<file path="src/rtl/uart_pkg.sv">
`default_nettype none

package uart_pkg;

    typedef logic [7:0] uart_byte_t;     // one data byte, host or serial side

    typedef logic [3:0] uart_bit_idx_t;  // bit position in a frame, 0..8

    typedef enum logic [2:0] {
        TX_IDLE,    // line high, waiting for a start request
        TX_START,   // start bit low
        TX_DATA,    // eight data bits, lsb first
        TX_STOP,    // stop bit high
        TX_DONE     // one cycle end-of-frame marker
    } uart_tx_state_t;

    typedef enum logic [1:0] {
        RX_IDLE,    // hunting for a falling edge
        RX_START,   // recheck line low at half a bit
        RX_DATA,    // mid-bit sampling of data bits
        RX_STOP     // stop bit check
    } uart_rx_state_t;

endpackage

`default_nettype wire

</file>
<file path="src/rtl/uart_fifo.sv">
`default_nettype none

module uart_fifo import uart_pkg::*; #(
    parameter int FIFO_DEPTH = 4               // entries, power of two
) (
    input  wire             i_clk,
    input  wire             i_rst,
    input  wire             i_push,
    input  wire uart_byte_t i_data,
    input  wire             i_pop,
    output uart_byte_t      o_data,            // head entry, valid when not empty
    output logic            o_empty,
    output logic            o_full
);

    localparam int ADDR_W = $clog2(FIFO_DEPTH);
    localparam logic [ADDR_W:0] FULL_CNT = (ADDR_W + 1)'(FIFO_DEPTH);

    uart_byte_t        mem [FIFO_DEPTH];
    logic [ADDR_W-1:0] wr_ptr;                 // wraps with the power-of-two depth
    logic [ADDR_W-1:0] rd_ptr;
    logic [ADDR_W:0]   count;                  // occupancy, 0..depth

    logic do_push;
    logic do_pop;

    assign do_pop  = i_pop && !o_empty;
    assign do_push = i_push && (!o_full || do_pop);  // full is fine if one leaves
    assign o_data  = mem[rd_ptr];
    assign o_empty = (count == '0);
    assign o_full  = (count == FULL_CNT);

    always_ff @(posedge i_clk) begin
        if (i_rst) begin
            wr_ptr <= '0;
            rd_ptr <= '0;
            count  <= '0;
        end else begin
            if (do_push)
                wr_ptr <= wr_ptr + 1'b1;
            if (do_pop)
                rd_ptr <= rd_ptr + 1'b1;
            case ({do_push, do_pop})
                2'b10:   count <= count + 1'b1;
                2'b01:   count <= count - 1'b1;
                default: count <= count;       // none, or push and pop together
            endcase
        end
    end

    always_ff @(posedge i_clk) begin
        if (do_push)
            mem[wr_ptr] <= i_data;
    end

    a_no_overflow: assert property (@(posedge i_clk) disable iff (i_rst)
        (i_push && o_full) |-> i_pop);

    a_no_underflow: assert property (@(posedge i_clk) disable iff (i_rst)
        i_pop |-> !o_empty);

endmodule

`default_nettype wire

</file>
<file path="src/rtl/uart_rx.sv">
`default_nettype none

module uart_rx import uart_pkg::*; #(
    parameter int TICKS_PER_BIT = 16           // clock cycles per serial bit
) (
    input  wire        i_clk,
    input  wire        i_rst,
    input  wire        i_din,                  // async serial input
    output logic       o_valid,                // good frame, one cycle
    output uart_byte_t o_data,                 // held from last data bit
    output logic       o_frame_err             // low stop bit, one cycle
);

    localparam int TICK_W = $clog2(TICKS_PER_BIT);

    uart_rx_state_t    state;
    uart_byte_t        shift_q;                // msb-in, lands lsb first
    uart_bit_idx_t     bit_cnt;                // data bits sampled
    logic [TICK_W-1:0] tick_cnt;
    logic [2:0]        din_sync;               // two sync flops plus history

    logic din_s;
    logic fall;
    logic tick_half;
    logic tick_full;

    assign din_s     = din_sync[1];
    assign fall      = din_sync[2] && !din_s;  // high to low on synced line
    assign tick_half = (tick_cnt == TICK_W'(TICKS_PER_BIT / 2 - 1));
    assign tick_full = (tick_cnt == TICK_W'(TICKS_PER_BIT - 1));
    assign o_data    = shift_q;

    always_ff @(posedge i_clk) begin
        if (i_rst) begin
            din_sync    <= '1;                 // line idles high
            state       <= RX_IDLE;
            tick_cnt    <= '0;
            bit_cnt     <= '0;
            o_valid     <= 1'b0;
            o_frame_err <= 1'b0;
        end else begin
            din_sync    <= {din_sync[1:0], i_din};
            o_valid     <= 1'b0;
            o_frame_err <= 1'b0;
            tick_cnt    <= tick_cnt + 1'b1;
            case (state)
                RX_IDLE: begin
                    tick_cnt <= '0;
                    if (fall)
                        state <= RX_START;
                end
                RX_START: begin
                    if (tick_half) begin       // middle of start bit
                        tick_cnt <= '0;
                        bit_cnt  <= '0;
                        state    <= din_s ? RX_IDLE : RX_DATA;  // glitch means false start
                    end
                end
                RX_DATA: begin
                    if (tick_full) begin       // middle of data bit
                        tick_cnt <= '0;
                        bit_cnt  <= bit_cnt + 1'b1;
                        if (bit_cnt == uart_bit_idx_t'(7))
                            state <= RX_STOP;
                    end
                end
                RX_STOP: begin
                    if (tick_full) begin       // middle of stop bit
                        tick_cnt    <= '0;
                        o_valid     <= din_s;
                        o_frame_err <= !din_s;
                        state       <= RX_IDLE;
                    end
                end
                default: state <= RX_IDLE;
            endcase
        end
    end

    always_ff @(posedge i_clk) begin
        if (state == RX_DATA && tick_full)
            shift_q <= {din_s, shift_q[7:1]};
    end

    // only eight data bits are ever sampled in a frame
    a_data_bits_range: assert property (@(posedge i_clk) disable iff (i_rst)
        (state == RX_DATA) |-> (bit_cnt <= uart_bit_idx_t'(7)));

endmodule

`default_nettype wire

</file>
<file path="src/rtl/uart_rx_queue.sv">
`default_nettype none

module uart_rx_queue import uart_pkg::*; #(
    parameter int FIFO_DEPTH = 4
) (
    input  wire             i_clk,
    input  wire             i_rst,
    input  wire             i_rx_valid,        // good byte from deserializer
    input  wire uart_byte_t i_rx_data,
    input  wire             i_credit,          // host grants room for one byte
    output logic            o_valid,           // delivery, one byte per credit
    output uart_byte_t      o_data,
    output logic            o_overrun          // byte dropped at full fifo
);

    localparam int CRED_W = $clog2(FIFO_DEPTH) + 6;  // room for many outstanding grants

    logic [CRED_W-1:0] credits;                // granted, not yet used
    logic              fifo_empty;
    logic              fifo_full;
    logic              push;

    assign push    = i_rx_valid && !fifo_full;
    assign o_valid = (credits != '0) && !fifo_empty;

    uart_fifo #(
        .FIFO_DEPTH(FIFO_DEPTH)
    ) u_fifo (
        .i_clk  (i_clk),
        .i_rst  (i_rst),
        .i_push (push),
        .i_data (i_rx_data),
        .i_pop  (o_valid),                     // delivered byte leaves
        .o_data (o_data),
        .o_empty(fifo_empty),
        .o_full (fifo_full)
    );

    always_ff @(posedge i_clk) begin
        if (i_rst) begin
            credits   <= '0;
            o_overrun <= 1'b0;
        end else begin
            o_overrun <= i_rx_valid && fifo_full;
            case ({i_credit, o_valid})
                2'b10:   credits <= credits + 1'b1;
                2'b01:   credits <= credits - 1'b1;
                default: credits <= credits;   // grant and delivery cancel
            endcase
        end
    end

    a_credit_no_wrap: assert property (@(posedge i_clk) disable iff (i_rst)
        (i_credit && (&credits)) |-> o_valid);

endmodule

`default_nettype wire

</file>
<file path="src/rtl/uart_top.sv">
`default_nettype none

module uart_top import uart_pkg::*; #(
    parameter int TICKS_PER_BIT = 16,          // clocks per serial bit
    parameter int FIFO_DEPTH    = 4            // per-fifo entries, power of two
) (
    input  wire             i_clk,
    input  wire             i_rst,
    input  wire             i_tx_valid,
    input  wire uart_byte_t i_tx_data,
    output logic            o_tx_credit,
    output logic            o_tx,
    input  wire             i_rx,
    input  wire             i_rx_credit,
    output logic            o_rx_valid,
    output uart_byte_t      o_rx_data,
    output logic            o_rx_overrun,
    output logic            o_rx_frame_err
);

    logic       tx_start;                      // queue to serializer
    uart_byte_t tx_byte;
    logic       tx_busy;
    logic       rx_valid;                      // deserializer to queue
    uart_byte_t rx_byte;

    uart_tx_queue #(
        .FIFO_DEPTH(FIFO_DEPTH)
    ) u_tx_queue (
        .i_clk     (i_clk),
        .i_rst     (i_rst),
        .i_valid   (i_tx_valid),
        .i_data    (i_tx_data),
        .i_tx_busy (tx_busy),
        .o_tx_start(tx_start),
        .o_tx_data (tx_byte),
        .o_credit  (o_tx_credit)
    );

    uart_tx #(
        .TICKS_PER_BIT(TICKS_PER_BIT)
    ) u_tx (
        .i_clk  (i_clk),
        .i_rst  (i_rst),
        .i_start(tx_start),
        .i_data (tx_byte),
        .o_done (),                            // frame end not needed here
        .o_busy (tx_busy),
        .o_dout (o_tx)
    );

    uart_rx #(
        .TICKS_PER_BIT(TICKS_PER_BIT)
    ) u_rx (
        .i_clk      (i_clk),
        .i_rst      (i_rst),
        .i_din      (i_rx),
        .o_valid    (rx_valid),
        .o_data     (rx_byte),
        .o_frame_err(o_rx_frame_err)
    );

    uart_rx_queue #(
        .FIFO_DEPTH(FIFO_DEPTH)
    ) u_rx_queue (
        .i_clk     (i_clk),
        .i_rst     (i_rst),
        .i_rx_valid(rx_valid),
        .i_rx_data (rx_byte),
        .i_credit  (i_rx_credit),
        .o_valid   (o_rx_valid),
        .o_data    (o_rx_data),
        .o_overrun (o_rx_overrun)
    );

endmodule

`default_nettype wire

</file>
<file path="src/rtl/uart_tx.sv">
`default_nettype none

module uart_tx import uart_pkg::*; #(
    parameter int TICKS_PER_BIT = 16           // clock cycles per serial bit
) (
    input  wire             i_clk,
    input  wire             i_rst,
    input  wire             i_start,           // launch, only seen in idle
    input  wire uart_byte_t i_data,            // latched with i_start
    output logic            o_done,            // high in the done cycle
    output logic            o_busy,            // start through done
    output logic            o_dout             // serial line
);

    localparam int TICK_W = $clog2(TICKS_PER_BIT);

    uart_tx_state_t    state;
    uart_tx_state_t    state_nxt;
    uart_byte_t        shift_q;                // outgoing bits, lsb on the line
    uart_bit_idx_t     bit_cnt;                // data bits already sent
    logic [TICK_W-1:0] tick_cnt;               // position inside current bit

    logic tick_last;
    logic bits_done;
    logic tick_run;

    assign tick_last = (tick_cnt == TICK_W'(TICKS_PER_BIT - 1));
    assign bits_done = bit_cnt[3];             // set after the eighth bit

    // counter stalls in the one-cycle exit from data, so stop gets a full bit
    assign tick_run = (state == TX_START) || (state == TX_STOP) ||
                      (state == TX_DATA && !bits_done);

    always_comb begin
        state_nxt = state;
        o_done    = 1'b0;
        o_busy    = 1'b1;
        o_dout    = 1'b1;                      // idle and stop level
        case (state)
            TX_IDLE: begin
                o_busy = 1'b0;
                if (i_start)
                    state_nxt = TX_START;
            end
            TX_START: begin
                o_dout = 1'b0;                 // start bit
                if (tick_last)
                    state_nxt = TX_DATA;
            end
            TX_DATA: begin
                o_dout = bits_done ? 1'b1 : shift_q[0];
                if (bits_done)
                    state_nxt = TX_STOP;       // extra exit cycle, line already high
            end
            TX_STOP: begin
                if (tick_last)
                    state_nxt = TX_DONE;
            end
            TX_DONE: begin
                o_done    = 1'b1;
                state_nxt = TX_IDLE;
            end
            default: begin
                o_busy    = 1'b0;
                state_nxt = TX_IDLE;
            end
        endcase
    end

    always_ff @(posedge i_clk) begin
        if (i_rst) begin
            state    <= TX_IDLE;
            tick_cnt <= '0;
            bit_cnt  <= '0;
        end else begin
            state <= state_nxt;
            if (tick_run)
                tick_cnt <= tick_last ? '0 : tick_cnt + 1'b1;
            if (state == TX_IDLE && i_start)
                bit_cnt <= '0;                 // fresh frame
            else if (state == TX_DATA && !bits_done && tick_last)
                bit_cnt <= bit_cnt + 1'b1;
        end
    end

    always_ff @(posedge i_clk) begin
        if (state == TX_IDLE && i_start)
            shift_q <= i_data;                 // byte taken on the start cycle
        else if (state == TX_DATA && !bits_done && tick_last)
            shift_q <= shift_q >> 1;           // next bit to lsb
    end

    // bit counter stops at eight, never runs past the frame
    a_bit_cnt_range: assert property (@(posedge i_clk) disable iff (i_rst)
        bit_cnt <= uart_bit_idx_t'(8));

endmodule

`default_nettype wire

</file>
<file path="src/rtl/uart_tx_queue.sv">
`default_nettype none

module uart_tx_queue import uart_pkg::*; #(
    parameter int FIFO_DEPTH = 4               // also the host's initial credits
) (
    input  wire             i_clk,
    input  wire             i_rst,
    input  wire             i_valid,           // host byte, costs one credit
    input  wire uart_byte_t i_data,
    input  wire             i_tx_busy,         // serializer in a frame
    output logic            o_tx_start,
    output uart_byte_t      o_tx_data,
    output logic            o_credit           // one credit back per launched byte
);

    logic fifo_empty;
    logic launched;                            // start issued, busy not seen yet

    assign o_tx_start = !fifo_empty && !i_tx_busy && !launched;
    assign o_credit   = o_tx_start;            // byte leaves the fifo here

    uart_fifo #(
        .FIFO_DEPTH(FIFO_DEPTH)
    ) u_fifo (
        .i_clk  (i_clk),
        .i_rst  (i_rst),
        .i_push (i_valid),
        .i_data (i_data),
        .i_pop  (o_tx_start),                  // pop with the launch
        .o_data (o_tx_data),                   // head goes straight to serializer
        .o_empty(fifo_empty),
        .o_full ()
    );

    always_ff @(posedge i_clk) begin
        if (i_rst)
            launched <= 1'b0;
        else if (o_tx_start)
            launched <= 1'b1;
        else if (i_tx_busy)
            launched <= 1'b0;                  // serializer has it
    end

    // serializer must take every launch on the next edge
    a_start_taken: assert property (@(posedge i_clk) disable iff (i_rst)
        o_tx_start |=> i_tx_busy);

endmodule

`default_nettype wire

</file>
<file path="config.mk">
export PLATFORM = sky130hd
export DESIGN_NAME = uart_top
export DESIGN_NICKNAME = d
export VERILOG_FILES = /design/src/rtl/uart_pkg.sv /design/src/rtl/uart_fifo.sv /design/src/rtl/uart_rx.sv /design/src/rtl/uart_rx_queue.sv /design/src/rtl/uart_top.sv /design/src/rtl/uart_tx.sv /design/src/rtl/uart_tx_queue.sv
export SDC_FILE = /design/constraint.sdc
export NUM_CORES = 1
export LEC_CHECK = 0
export ABC_CLOCK_PERIOD_IN_PS = 2500
export BUFFER_PORTS_ARGS = -buffer_cell sky130_fd_sc_hd__buf_2
export CAP_MARGIN = 20
export CELL_PAD_IN_SITES_DETAIL_PLACEMENT = 0
export CELL_PAD_IN_SITES_GLOBAL_PLACEMENT = 1
export CORE_MARGIN = 5
export CORE_UTILIZATION = 40
export DETAILED_ROUTE_END_ITERATION = 6
export GPL_TIMING_DRIVEN = 0
export PLACE_DENSITY = 0.66
export RECOVER_POWER = 25
export SYNTH_ARGS = -nofsm -noshare
export SYNTH_HDL_FRONTEND = slang
export SYNTH_SLANG_ARGS = --single-unit
</file>
<file path="constraint.sdc">
create_clock -name i_clk -period 2.5 [get_ports i_clk]
set_input_delay 0.5 -clock i_clk [delete_from_list [all_inputs] [get_ports i_clk]]
set_output_delay 0.5 -clock i_clk [all_outputs]
set_load 0.02 [all_outputs]
</file>
== Word-level counts from Yosys, hierarchy flattened ==
Memories as Yosys holds them, arrays and structs flattened. A register that Yosys moved wholly into a read port is not among the register bits.
Cells that the tools add are included.

* Add/subtract/negate cells: 14
* Equality and inequality tests: 28
* Mux-type cells: 37
* Bitwise logic cells: 2
* Reduce and logical (&&, ||, !) cells: 44

{| class="wikitable"
|+ Operator list
! operator !! count
|-
| $mux 2 || 10
|-
| $mux 4 || 5
|-
| $ne 2x1->1 const B || 9
|-
| $add 4x1->4 const B || 4
|-
| $mux 8 || 2
|-
| $pmux 8 s2 || 1
|-
| $logic_and 1x1->1 || 14
|-
| $mux 3 || 4
|-
| $pmux 3 s2 || 2
|-
| $pmux 3 s4 || 1
|-
| $pmux 4 s3 || 1
|-
| $reduce_bool 2->1 || 6
|-
| $eq 2x2->1 const B || 5
|-
| $eq 3x3->1 const B || 3
|-
| $logic_not 3->1 || 3
|-
| $add 2x1->2 const B || 4
|-
| $add 8x1->8 const B || 1
|-
| $eq 2x1->1 const B || 4
|-
| $eq 4x3->1 const B || 2
|-
| $eq 4x4->1 const B || 2
|-
| $logic_not 1->1 || 8
|-
| $mux 1 || 8
|-
| $pmux 2 s4 || 1
|-
| $pmux 4 s2 || 1
|-
| other kinds (16) || 24
|}

* Flip-flop bits (word level): 66
* RAM bits: 64
* Input bits: 13
* Output and inout bits: 13
* Word-level logic and storage cells: 147
* Memories: 2

{| class="wikitable"
|+ Memory list
! name !! depth !! width !! read ports !! clocked after memory_dff !! write ports !! line !! source
|-
| u_rx_queue.u_fifo.mem || 4 || 8 || 1 || 1 || 1 || uart_fifo.sv:19 || <nowiki>uart_byte_t mem [FIFO_DEPTH];</nowiki>
|-
| u_tx_queue.u_fifo.mem || 4 || 8 || 1 || 1 || 1 || uart_fifo.sv:19 ||
|}

== Logic depth before layout (Yosys ltp) ==
Gate-level depths: netlist of the first run.

* Depth after elaboration: 11
* Mapped depth: 9
* Depth with buffers taken out: 9

== Hierarchy ==
Synthesis of the first run repeated with hierarchy kept, for this count alone.

* Cell total of the unflattened synthesis: 439
* Area total of the unflattened synthesis: 5844.4 um2

{| class="wikitable"
|+ Modules (own cells, without submodules)
! module !! times used !! cells an instance !! area each (um2) !! sequential area each (um2)
|-
| uart_fifo at u_tx_queue.u_fifo || 1 || 101 || 1691.6 || 1141.1
|-
| uart_fifo at u_rx_queue.u_fifo || 1 || 96 || 1645.3 || 1141.1
|-
| uart_rx || 1 || 85 || 938.4 || 540.5
|-
| uart_tx || 1 || 79 || 889.6 || 460.4
|-
| uart_rx_queue || 1 || 73 || 630.6 || 180.2
|-
| uart_tx_queue || 1 || 5 || 48.8 || 20.0
|}

== Least setup slack after synthesis of the first run ==
Ideal clock, no wire load.

* Kind: register -> register
* Start: register u_rx_queue.credits[0]
* End: register u_rx_queue.credits[7]
* Setup time: 0.134 ns
* Arrival: 2.701 ns
* Required time: 2.366 ns
* Setup slack: -0.336 ns
* Cell stages (with the launch flop): 9
* Path buffers: 0
* Clock period less this slack: 2.836 ns
* Cell sequence: dfxtp_1 nor4_1 a21oi_1 ha_1 ha_1 a211oi_1 o211ai_1 o221a_2 or4_1

* Longest elaborated chain between the ends: 4
* Elaborated cells on any way between the ends: 8
* Those cells by class: add/sub (2); eq/ne (2); mux (1); reduce/logical (3)

{| class="wikitable"
|+ RTL lines
! element !! line !! source
|-
| start: declaration || uart_rx_queue.sv:18 || <nowiki>logic [CRED_W-1:0] credits;</nowiki>
|-
| start signal: assignment || uart_rx_queue.sv:46 || <nowiki>2'b10: credits <= credits + 1'b1;</nowiki>
|-
| start signal: assignment || uart_rx_queue.sv:47 || <nowiki>2'b01: credits <= credits - 1'b1;</nowiki>
|-
| start signal: assignment || uart_rx_queue.sv:48 || <nowiki>default: credits <= credits;</nowiki>
|-
| $reduce_bool 8->1 * || uart_rx_queue.sv:24 || <nowiki>assign o_valid = (credits != '0) && !fifo_empty;</nowiki>
|-
| $logic_and 1x1->1 * || uart_rx_queue.sv:24 ||
|-
| net o_rx_valid || uart_top.sv:15 || <nowiki>output logic o_rx_valid,</nowiki>
|-
| $eq 2x1->1 / $eq 2x2->1 (equally long branches) || uart_rx_queue.sv:45 || <nowiki>case ({i_credit, o_valid})</nowiki>
|-
| $pmux 8 s2 / $reduce_bool 2->1 (equally long branches) || - ||
|}

Mark *: on every way through the listed nets, which the timed path passes. The rest lies on a longest branch.
A chain may end at the register's enable or synchronous reset.

== Final worst setup path of the first run ==
* Start: register u_rx_queue.credits[7]
* End: register u_rx_queue.credits[7]

* Longest elaborated chain between the ends: 4
* Elaborated cells on any way between the ends: 8
* Those cells by class: add/sub (2); eq/ne (2); mux (1); reduce/logical (3)

{| class="wikitable"
|+ RTL lines
! element
|-
| parallel branches: the longest is 4 deep, another holds $sub 8x1->8
|}

Parallel ways; which one is timed is not known.

==> out/metrics.yaml, run 1 <==
yosys:
  synth_compound_area_share_pct: 7.166
  synth_mux_area_share_pct: 9.794
  synth_edf_count: 80
  synthTopCellsByArea: "edfxtp_1 (42%), dfxtp_1 (19%), mux4_2 (6.3%)"
  yosys_warnings: 0
  yosys.area_share.simple_pct: 11.49
  synth_top_family_by_area: "simple AND/OR/NAND/NOR gates"
  synth_cells: 431
  syn_avg_cell_area_sq_um: 13.37
  synth_flop_cell: "edfxtp_1"
  synth_top_area_share_pct: 41.69
  yosys.cell_types.count: 57
  ys_ff_latch: 134
  synthesis.nets: 471
  async_flop_share_pct: 0
  synth_top_area_cell: "edfxtp_1"
  synth-adder-area-share_pct: 6.254
  synth_area_sq_um: 5762
  seq_area_frac_synth_pct: 60.46
  synth_xor_area_share_pct: 2.280
clock_network:
  clk_pin_slew_worst_paths_ns: 0.06
  cts_tree: "built"
  numClockSinks: 134
  clock_latency_ns: 0.42
  cts_max_level: 4
  cts_inserted_buffers: 17
  ctsHoldBuffers: 0
  clock_path_buffers: 2
  clock-root-buffer: "clkbuf_16"
critical_path:
  crit_path_max_incr_delay_ns: 0.39
  crit_fanout: 6
  cp_cell_sequence: "nor4_4 > a21oi_4 > ha_4 > buf_4 > ha_4 > o21a_1 > o221a_2 > or4_1"
  critical-path-top-delay-family: "simple AND/OR/NAND/NOR gates"
  crit_slowest_cell: "or4_1"
  crit_path_frequent_cell: "ha_4"
  r2r-start: "u_rx_queue.credits[7]"
  startpoint_type: "register"
  critical_path_arrival_ns: 2.74
  critPathRequiredTime_ns: 2.80
  critPathLaunch: "u_rx_queue.credits[7]"
  worstSetupEndpointType: "register"
  critPathKind: "reg2reg"
  worst-path-buf-inv: 1
status:
  status: "finished clean"
global_routing:
  grt_pass1_wl_microns: 17480
  antenna_found_initial: 0
  track_usage_pct: 13.38
  grt_pass1_vias: 3602
  grt_overflow: 0
  grt_max_degree: 17
hold_path:
  hp-start: "i_rx"
  hold_path_class: "in2reg"
power_and_ir_drop:
  power.density_nw_per_um2: 1050
  power_frac_seq_pct: 39.9
  switching_share_pct: 29.41
  switchingPower_uw: 2143
  ir_worst_vdd_v: 0.0004996
  clkPwrFrac_pct: 35.5
  p_comb_share_pct: 24.6
  total_power_uw: 7286
  internal_power_uw: 5143
  p_leak_uw: 0.002403
sta:
  slew-limit-headroom_pct: 54.35
  fin_skew_ns: 0.008329
  fin_crit_ns: 2.443
  maxSlewViolCount: 0
  grt_setup_unrepaired: "yes"
  holdWs_ns: 0.2672
  hold_violations: 0
  period_share_pct: 97.71
  fmax_mhz: 409.4
  tightest_slew_ns: 0.6848
  finalSetupViolCount: 0
drt:
  vias: 3490
  drt_iter0_drc: 120
  viasPerCell: 5.178
  ant_nets: 0
  wl_microns: 10250
  drc: 0
  wl_per_cell_microns: 15.20
  dr.pass1.iters: 6
finish:
  nets: 521
  syn_to_final_growth_pct: 20.43
  drive_above_1_share_pct: 24.09
  instances_no_fill: 674
  diodes: 0
placement:
  io_buffer_count: 24
  dp_cells: 635
  dp_hpwl_microns: 6866
  place.gp.congestion: 0.8051
die:
  num_rows: 43
  die_height_microns: 130.0
  start_util_pct: 41.19
  die_x_microns: 130.0
  io-pin-count: 26
  core_area_sq_um: 13990
  dieArea_sq_um: 16910
flow_run:
  maxCapViolCount: 0
## through the flow
step | worst slack (ns) | TNS [ns] | cell area [sq um] | utilization (%)
2_1_floorplan | -0.02590 | -0.02590 | 5793 | -
3_3_place_gp | -0.2157 | -0.2620 | 6138 | 43.88
3_5_place_dp | -0.1888 | -0.2442 | 6138 | 43.88
4_1_cts | -0.1116 | -0.1116 | 6795 | 48.58
5_1_grt | -0.08254 | -0.1002 | 6939 | 49.61
6_report | 0.05734 | 0 | 6939 | 49.61
## placed cells by master (no fill, tap or decap), types with 5 or more instances in the layout
cell type and count:
edfxtp_1 80, dfxtp_1 46, nor2_1 34, inv_1 21
buf_2 18, clkbuf_1 17, ha_1 17, clkbuf_16 17
mux4_2 16, nand2_1 14, a21oi_1 14, nor3_1 13
and2_1 10, mux2_2 9, nand3_1 9, xor2_1 9
mux2i_1 8, o21ai_0 7, ha_4 7, inv_6 7
buf_4 7, dfxtp_2 7, xnor2_1 6, nand2b_1 5
o21a_1 5, or2_2 5, o211ai_1 5
## registers in the layout, indices dropped and copies added (netlist names), 2 cells and up, named ones only
register / count
u_tx_queue.u_fifo.count: 3
u_rx_queue.u_fifo.rd_ptr: 2
u_tx.bit_cnt: 4
u_tx.shift_q: 8
u_rx_queue.u_fifo.count: 3
u_rx.tick_cnt: 4
u_rx.din_sync: 3
u_rx_queue.u_fifo.wr_ptr: 2
u_tx_queue.u_fifo.mem: 32
u_tx.state: 3
u_rx.o_data: 8
u_tx_queue.u_fifo.wr_ptr: 2
u_tx.tick_cnt: 4
u_rx_queue.credits: 8
u_rx_queue.u_fifo.mem: 32
u_rx.bit_cnt: 4
u_tx_queue.u_fifo.rd_ptr: 2
## final timing paths
check	endpoint	slack, ns	cells after the start
hold reg to reg	u_rx.din_sync[1]	0.43	1
hold / removal	u_rx.din_sync[0]	0.27	2
setup reg to reg	u_rx_queue.credits[7]	0.06	8
setup / recovery	u_rx_queue.credits[7]	0.06	8
## cells by family (layout without fill, tap and decap cells)
| kind of cell | Yosys count | after routing |
|---|---|---|
| flip-flops | 134 | 134 |
| AND/OR/NAND/NOR | 125 | 125 |
| multiplexers | 35 | 35 |
| XOR/XNOR | 15 | 15 |
| buffers and inverters | 37 | 100 |
| adder cells (fa/ha/maj) | 27 | 27 |
| AO/OA/AOI/OAI | 58 | 58 |
## metal layers
metal	vias up	global-route usage [%]	routed length [microns]
li1	1717	-	-
met1	1707	16.58	4779
met2	47	21.85	4927
met3	19	4.093	332
met4	0	5.501	205
met5	-	0	0
## cell usage after synthesis, drive strengths merged, types with 10 or more instances
| master | n |
|---|---|
| a21oi | 15 |
| and2 | 10 |
| clkbuf | 10 |
| dfxtp | 54 |
| edfxtp | 80 |
| ha | 24 |
| inv | 22 |
| mux2 | 11 |
| mux4 | 16 |
| nand2 | 14 |
| nor2 | 34 |
| nor3 | 15 |
## what timing repair did
action | CTS | global route
buffers inserted | 3 | 5
gates resized for setup | 3 | 25
pin swaps | 1 | 10
endpoints found under the hold margin | 0 | 0
endpoints found under the setup margin | 11 | 4
## layout make-up
class / instances / area, sq um
clock buffers: 17 / 425.4
well taps: 180 / 225.2
flip-flops and latches: 134 / 3496
repair buffers: 32 / 167.7
inverters: 22 / 82.58
multi-input cells: 260 / 2291
fillers: 1237 / 7049
clock inverters: 15 / 190.2
plain buffers: 14 / 61.31
## power by group through the flow
stage	logic [uW]	clock network [uW]	registers, uW
detailed placement	1640	0	2880
global route	1990	2750	2960
floorplan	1290	0	2830
finish	1790	2580	2910
global placement	1600	0	2870
CTS	1680	2640	2890
Power figures use the tool's default switching activity.
==> run 2: changes to the inputs <==
--- a/config.mk
+++ b/config.mk
@@ -5,7 +5,7 @@
 export SDC_FILE = /design/constraint.sdc
 export NUM_CORES = 1
 export LEC_CHECK = 0
-export ABC_CLOCK_PERIOD_IN_PS = 2500
+export ABC_CLOCK_PERIOD_IN_PS = 3100
 export BUFFER_PORTS_ARGS = -buffer_cell sky130_fd_sc_hd__buf_2
 export CAP_MARGIN = 20
 export CELL_PAD_IN_SITES_DETAIL_PLACEMENT = 0
@@ -14,8 +14,9 @@
 export CORE_UTILIZATION = 40
 export DETAILED_ROUTE_END_ITERATION = 6
 export GPL_TIMING_DRIVEN = 0
-export PLACE_DENSITY = 0.66
+export PLACE_DENSITY = 0.64
 export RECOVER_POWER = 25
+export SLEW_MARGIN = 0
 export SYNTH_ARGS = -nofsm -noshare
 export SYNTH_HDL_FRONTEND = slang
 export SYNTH_SLANG_ARGS = --single-unit
==> constraint.sdc (replaced) <==
create_clock -name i_clk -period 3.1 [get_ports i_clk]
set_input_delay 0.62 -clock i_clk [delete_from_list [all_inputs] [get_ports i_clk]]
set_output_delay 0.62 -clock i_clk [all_outputs]
set_load 0.02 [all_outputs]
==> run 2 against run 1 <==
Net effect:
- global-route usage shrank 0.14 points
- sequential share of layout area grew 1.8 points
- final cell count shrank 1.0%
- design area shrank 3.9%
- clock power shrank 28%
- worst setup slack gained 0.26 ns
- critical path depth is the same
- hold slack gained 0.14 ns
- critical path type unchanged
==> out/metrics.yaml, run 2 (synthesis results as in run 1) <==
status:
  status: "finished clean"
placement:
  io_buffer_count: 24  # unchanged
  placed_area_sq_um: 6107  # -0.51%
  dp_hpwl_microns: 7008  # +2.1%
  place.gp.congestion: 0.7634  # -5.2%
sta:
  grt_setup_unrepaired: "no"
  setup-tns-final_ns: 0  # unchanged
  holdWs_ns: 0.4072  # +0.1400 ns
  maxSlewViolCount: 0  # unchanged
  period_share_pct: 89.86  # -7.8 points
  tightest_slew_ns: 0.7174  # +0.03262 ns
  slew-limit-headroom_pct: 52.17  # -2.2 points
  fin_crit_ns: 2.786  # +0.3431 ns
  fin_skew_ns: 0.008999  # +0.0006693 ns
  hold_violations: 0  # unchanged
  finalSetupViolCount: 0  # unchanged
  fmax_mhz: 359.0  # -12%
drt:
  drc: 0  # unchanged
  wl_per_cell_microns: 15.18  # -0.11%
  viasPerCell: 5.088  # -1.7%
  vias: 3394  # -2.8%
  wl_microns: 10130  # -1.2%
  ant_nets: 0  # unchanged
  dr.pass1.iters: 4  # -2
  drt_iter0_drc: 174  # +45%
die:
  die_height_microns: 130.0  # unchanged
  core_area_sq_um: 13990  # unchanged
  start_util_pct: 41.19  # unchanged
  dieArea_sq_um: 16910  # unchanged
  num_rows: 43  # unchanged
  die_x_microns: 130.0  # unchanged
  io-pin-count: 26  # unchanged
flow_run:
  maxCapViolCount: 0  # unchanged
clock_network:
  clk_pin_slew_worst_paths_ns: 0.06  # about the same
  clock-root-buffer: "clkbuf_16"
  cts_max_level: 4  # unchanged
  numClockSinks: 134  # unchanged
  clock_latency_ns: 0.41  # about the same
  clock_path_buffers: 2  # unchanged
  cts_tree: "built"
  cts_inserted_buffers: 17  # unchanged
finish:
  top_regs: "u_rx_queue.u_fifo.mem x32, u_tx_queue.u_fifo.mem x32"
  final_common_cell: "edfxtp_1"
  nets: 514  # -1.3%
  drive_above_1_share_pct: 17.66  # -6.4 points
  final_cell_mix: "edfxtp_1 (80), dfxtp_1 (54), nor2_1 (34), ha_1 (23), inv_1 (22)"
  fillCellCount: 1275  # +3.1%
  diodes: 0  # unchanged
  utilization_pct: 47.69  # -1.9 points
  syn_to_final_growth_pct: 15.79
  design_area_sq_um: 6671  # -3.9%
hold_path:
  hold_path_class: "reg2reg"
  holdPathEnd: "u_rx.din_sync[1]"
  holdPathStages: 1  # -1
  hp-start: "u_rx.din_sync[0]"
power_and_ir_drop:
  power.density_nw_per_um2: 812.1  # -23%
  total_power_uw: 5418  # -26%
  p_leak_uw: 0.002325  # -3.2%
  ir_worst_vdd_v: 0.0003747  # -25%
global_routing:
  antenna_found_initial: 0  # unchanged
  grt_max_degree: 17  # unchanged
  grt_pass1_wl_microns: 17190  # -1.7%
  grt_pass1_vias: 3543  # -1.6%
  grt_overflow: 0  # unchanged
  track_usage_pct: 13.24  # -0.14 points
critical_path:
  r2r_end: "u_rx_queue.credits[7]"
  critical_path_arrival_ns: 3.07  # +0.33 ns
  startpoint_type: "register"
  r2r_cells: 8  # unchanged
  critPathRequiredTime_ns: 3.39  # +0.59 ns
  rrSetupSlack_ns: 0.31  # +0.26 ns
  worstSetupEndpointType: "register"
  crit_fanout: 9  # +3
  critPathKind: "reg2reg"
  r2r-start: "u_rx_queue.credits[0]"
-- run 2: where the power goes --
| part | total (uW) | internal (uW) | leakage [uW] | switching, uW |
|---|---|---|---|---|
| logic | 1270 | 573 | 0.000898 | 698 |
| registers | 2290 | 2140 | 0.00117 | 145 |
| clock network | 1860 | 1130 | 0.000260 | 732 |
-- run 2: per-layer routing --
| layer | up-vias | global-route usage (%) | wire length, microns |
|---|---|---|---|
| met4 | 0 | 5.623 | 143 |
| met5 | - | 0 | 0 |
| met1 | 1634 | 15.88 | 4520 |
| met2 | 54 | 22.15 | 5049 |
| li1 | 1693 | - | - |
| met3 | 13 | 4.011 | 413 |
-- run 2: timing repair --
action,4_1_cts,5_1_grt
buffers inserted,0,0
hold buffers,0,0
setup endpoints to repair,0,1
resized for setup,0,4
-- run 2: area by class of cell --
type	instances	area (sq um)	area share, %
inverter	22	82.58	1.238
buffer	15	65.06	0.9752
tap	180	225.2	3.376
sequential	134	3483	52.21
clock buffer	21	450.4	6.752
clock inverter	11	105.1	1.575
timing repair buffer	24	110.1	1.650
multi-input combinational	260	2150	32.22
-- run 2: worst max-delay path, stage by stage, from the launching register on --
cell      delay [ns]
dfxtp_1         0.36
nor4_2          0.39
a21oi_2         0.17
ha_2            0.28
ha_1            0.31
a211oi_1        0.31
o211ai_1        0.19
o221a_2         0.15
or4_1           0.50
-- run 2: worst max-delay path by stage --
stage / endpoint / start / cells past startpoint
after floorplan: u_rx_queue.credits[7] / u_rx_queue.credits[0] / 8
after global placement: u_rx_queue.credits[7] / u_rx_queue.credits[0] / 8
after detailed placement: u_rx_queue.credits[7] / u_rx_queue.credits[0] / 8
after CTS: u_rx_queue.credits[7] / u_rx_queue.credits[0] / 8
after global routing: u_rx_queue.credits[7] / u_rx_queue.credits[0] / 8
final: u_rx_queue.credits[7] / u_rx_queue.credits[0] / 8
-- run 2: metrics by stage --
stage	worst slack [ns]	std cells
floorplan	0.2645	431
global placement	0.04871	635
detailed placement	0.04883	635
CTS	0.02616	667
global route	0.04533	667
finish	0.3143	667
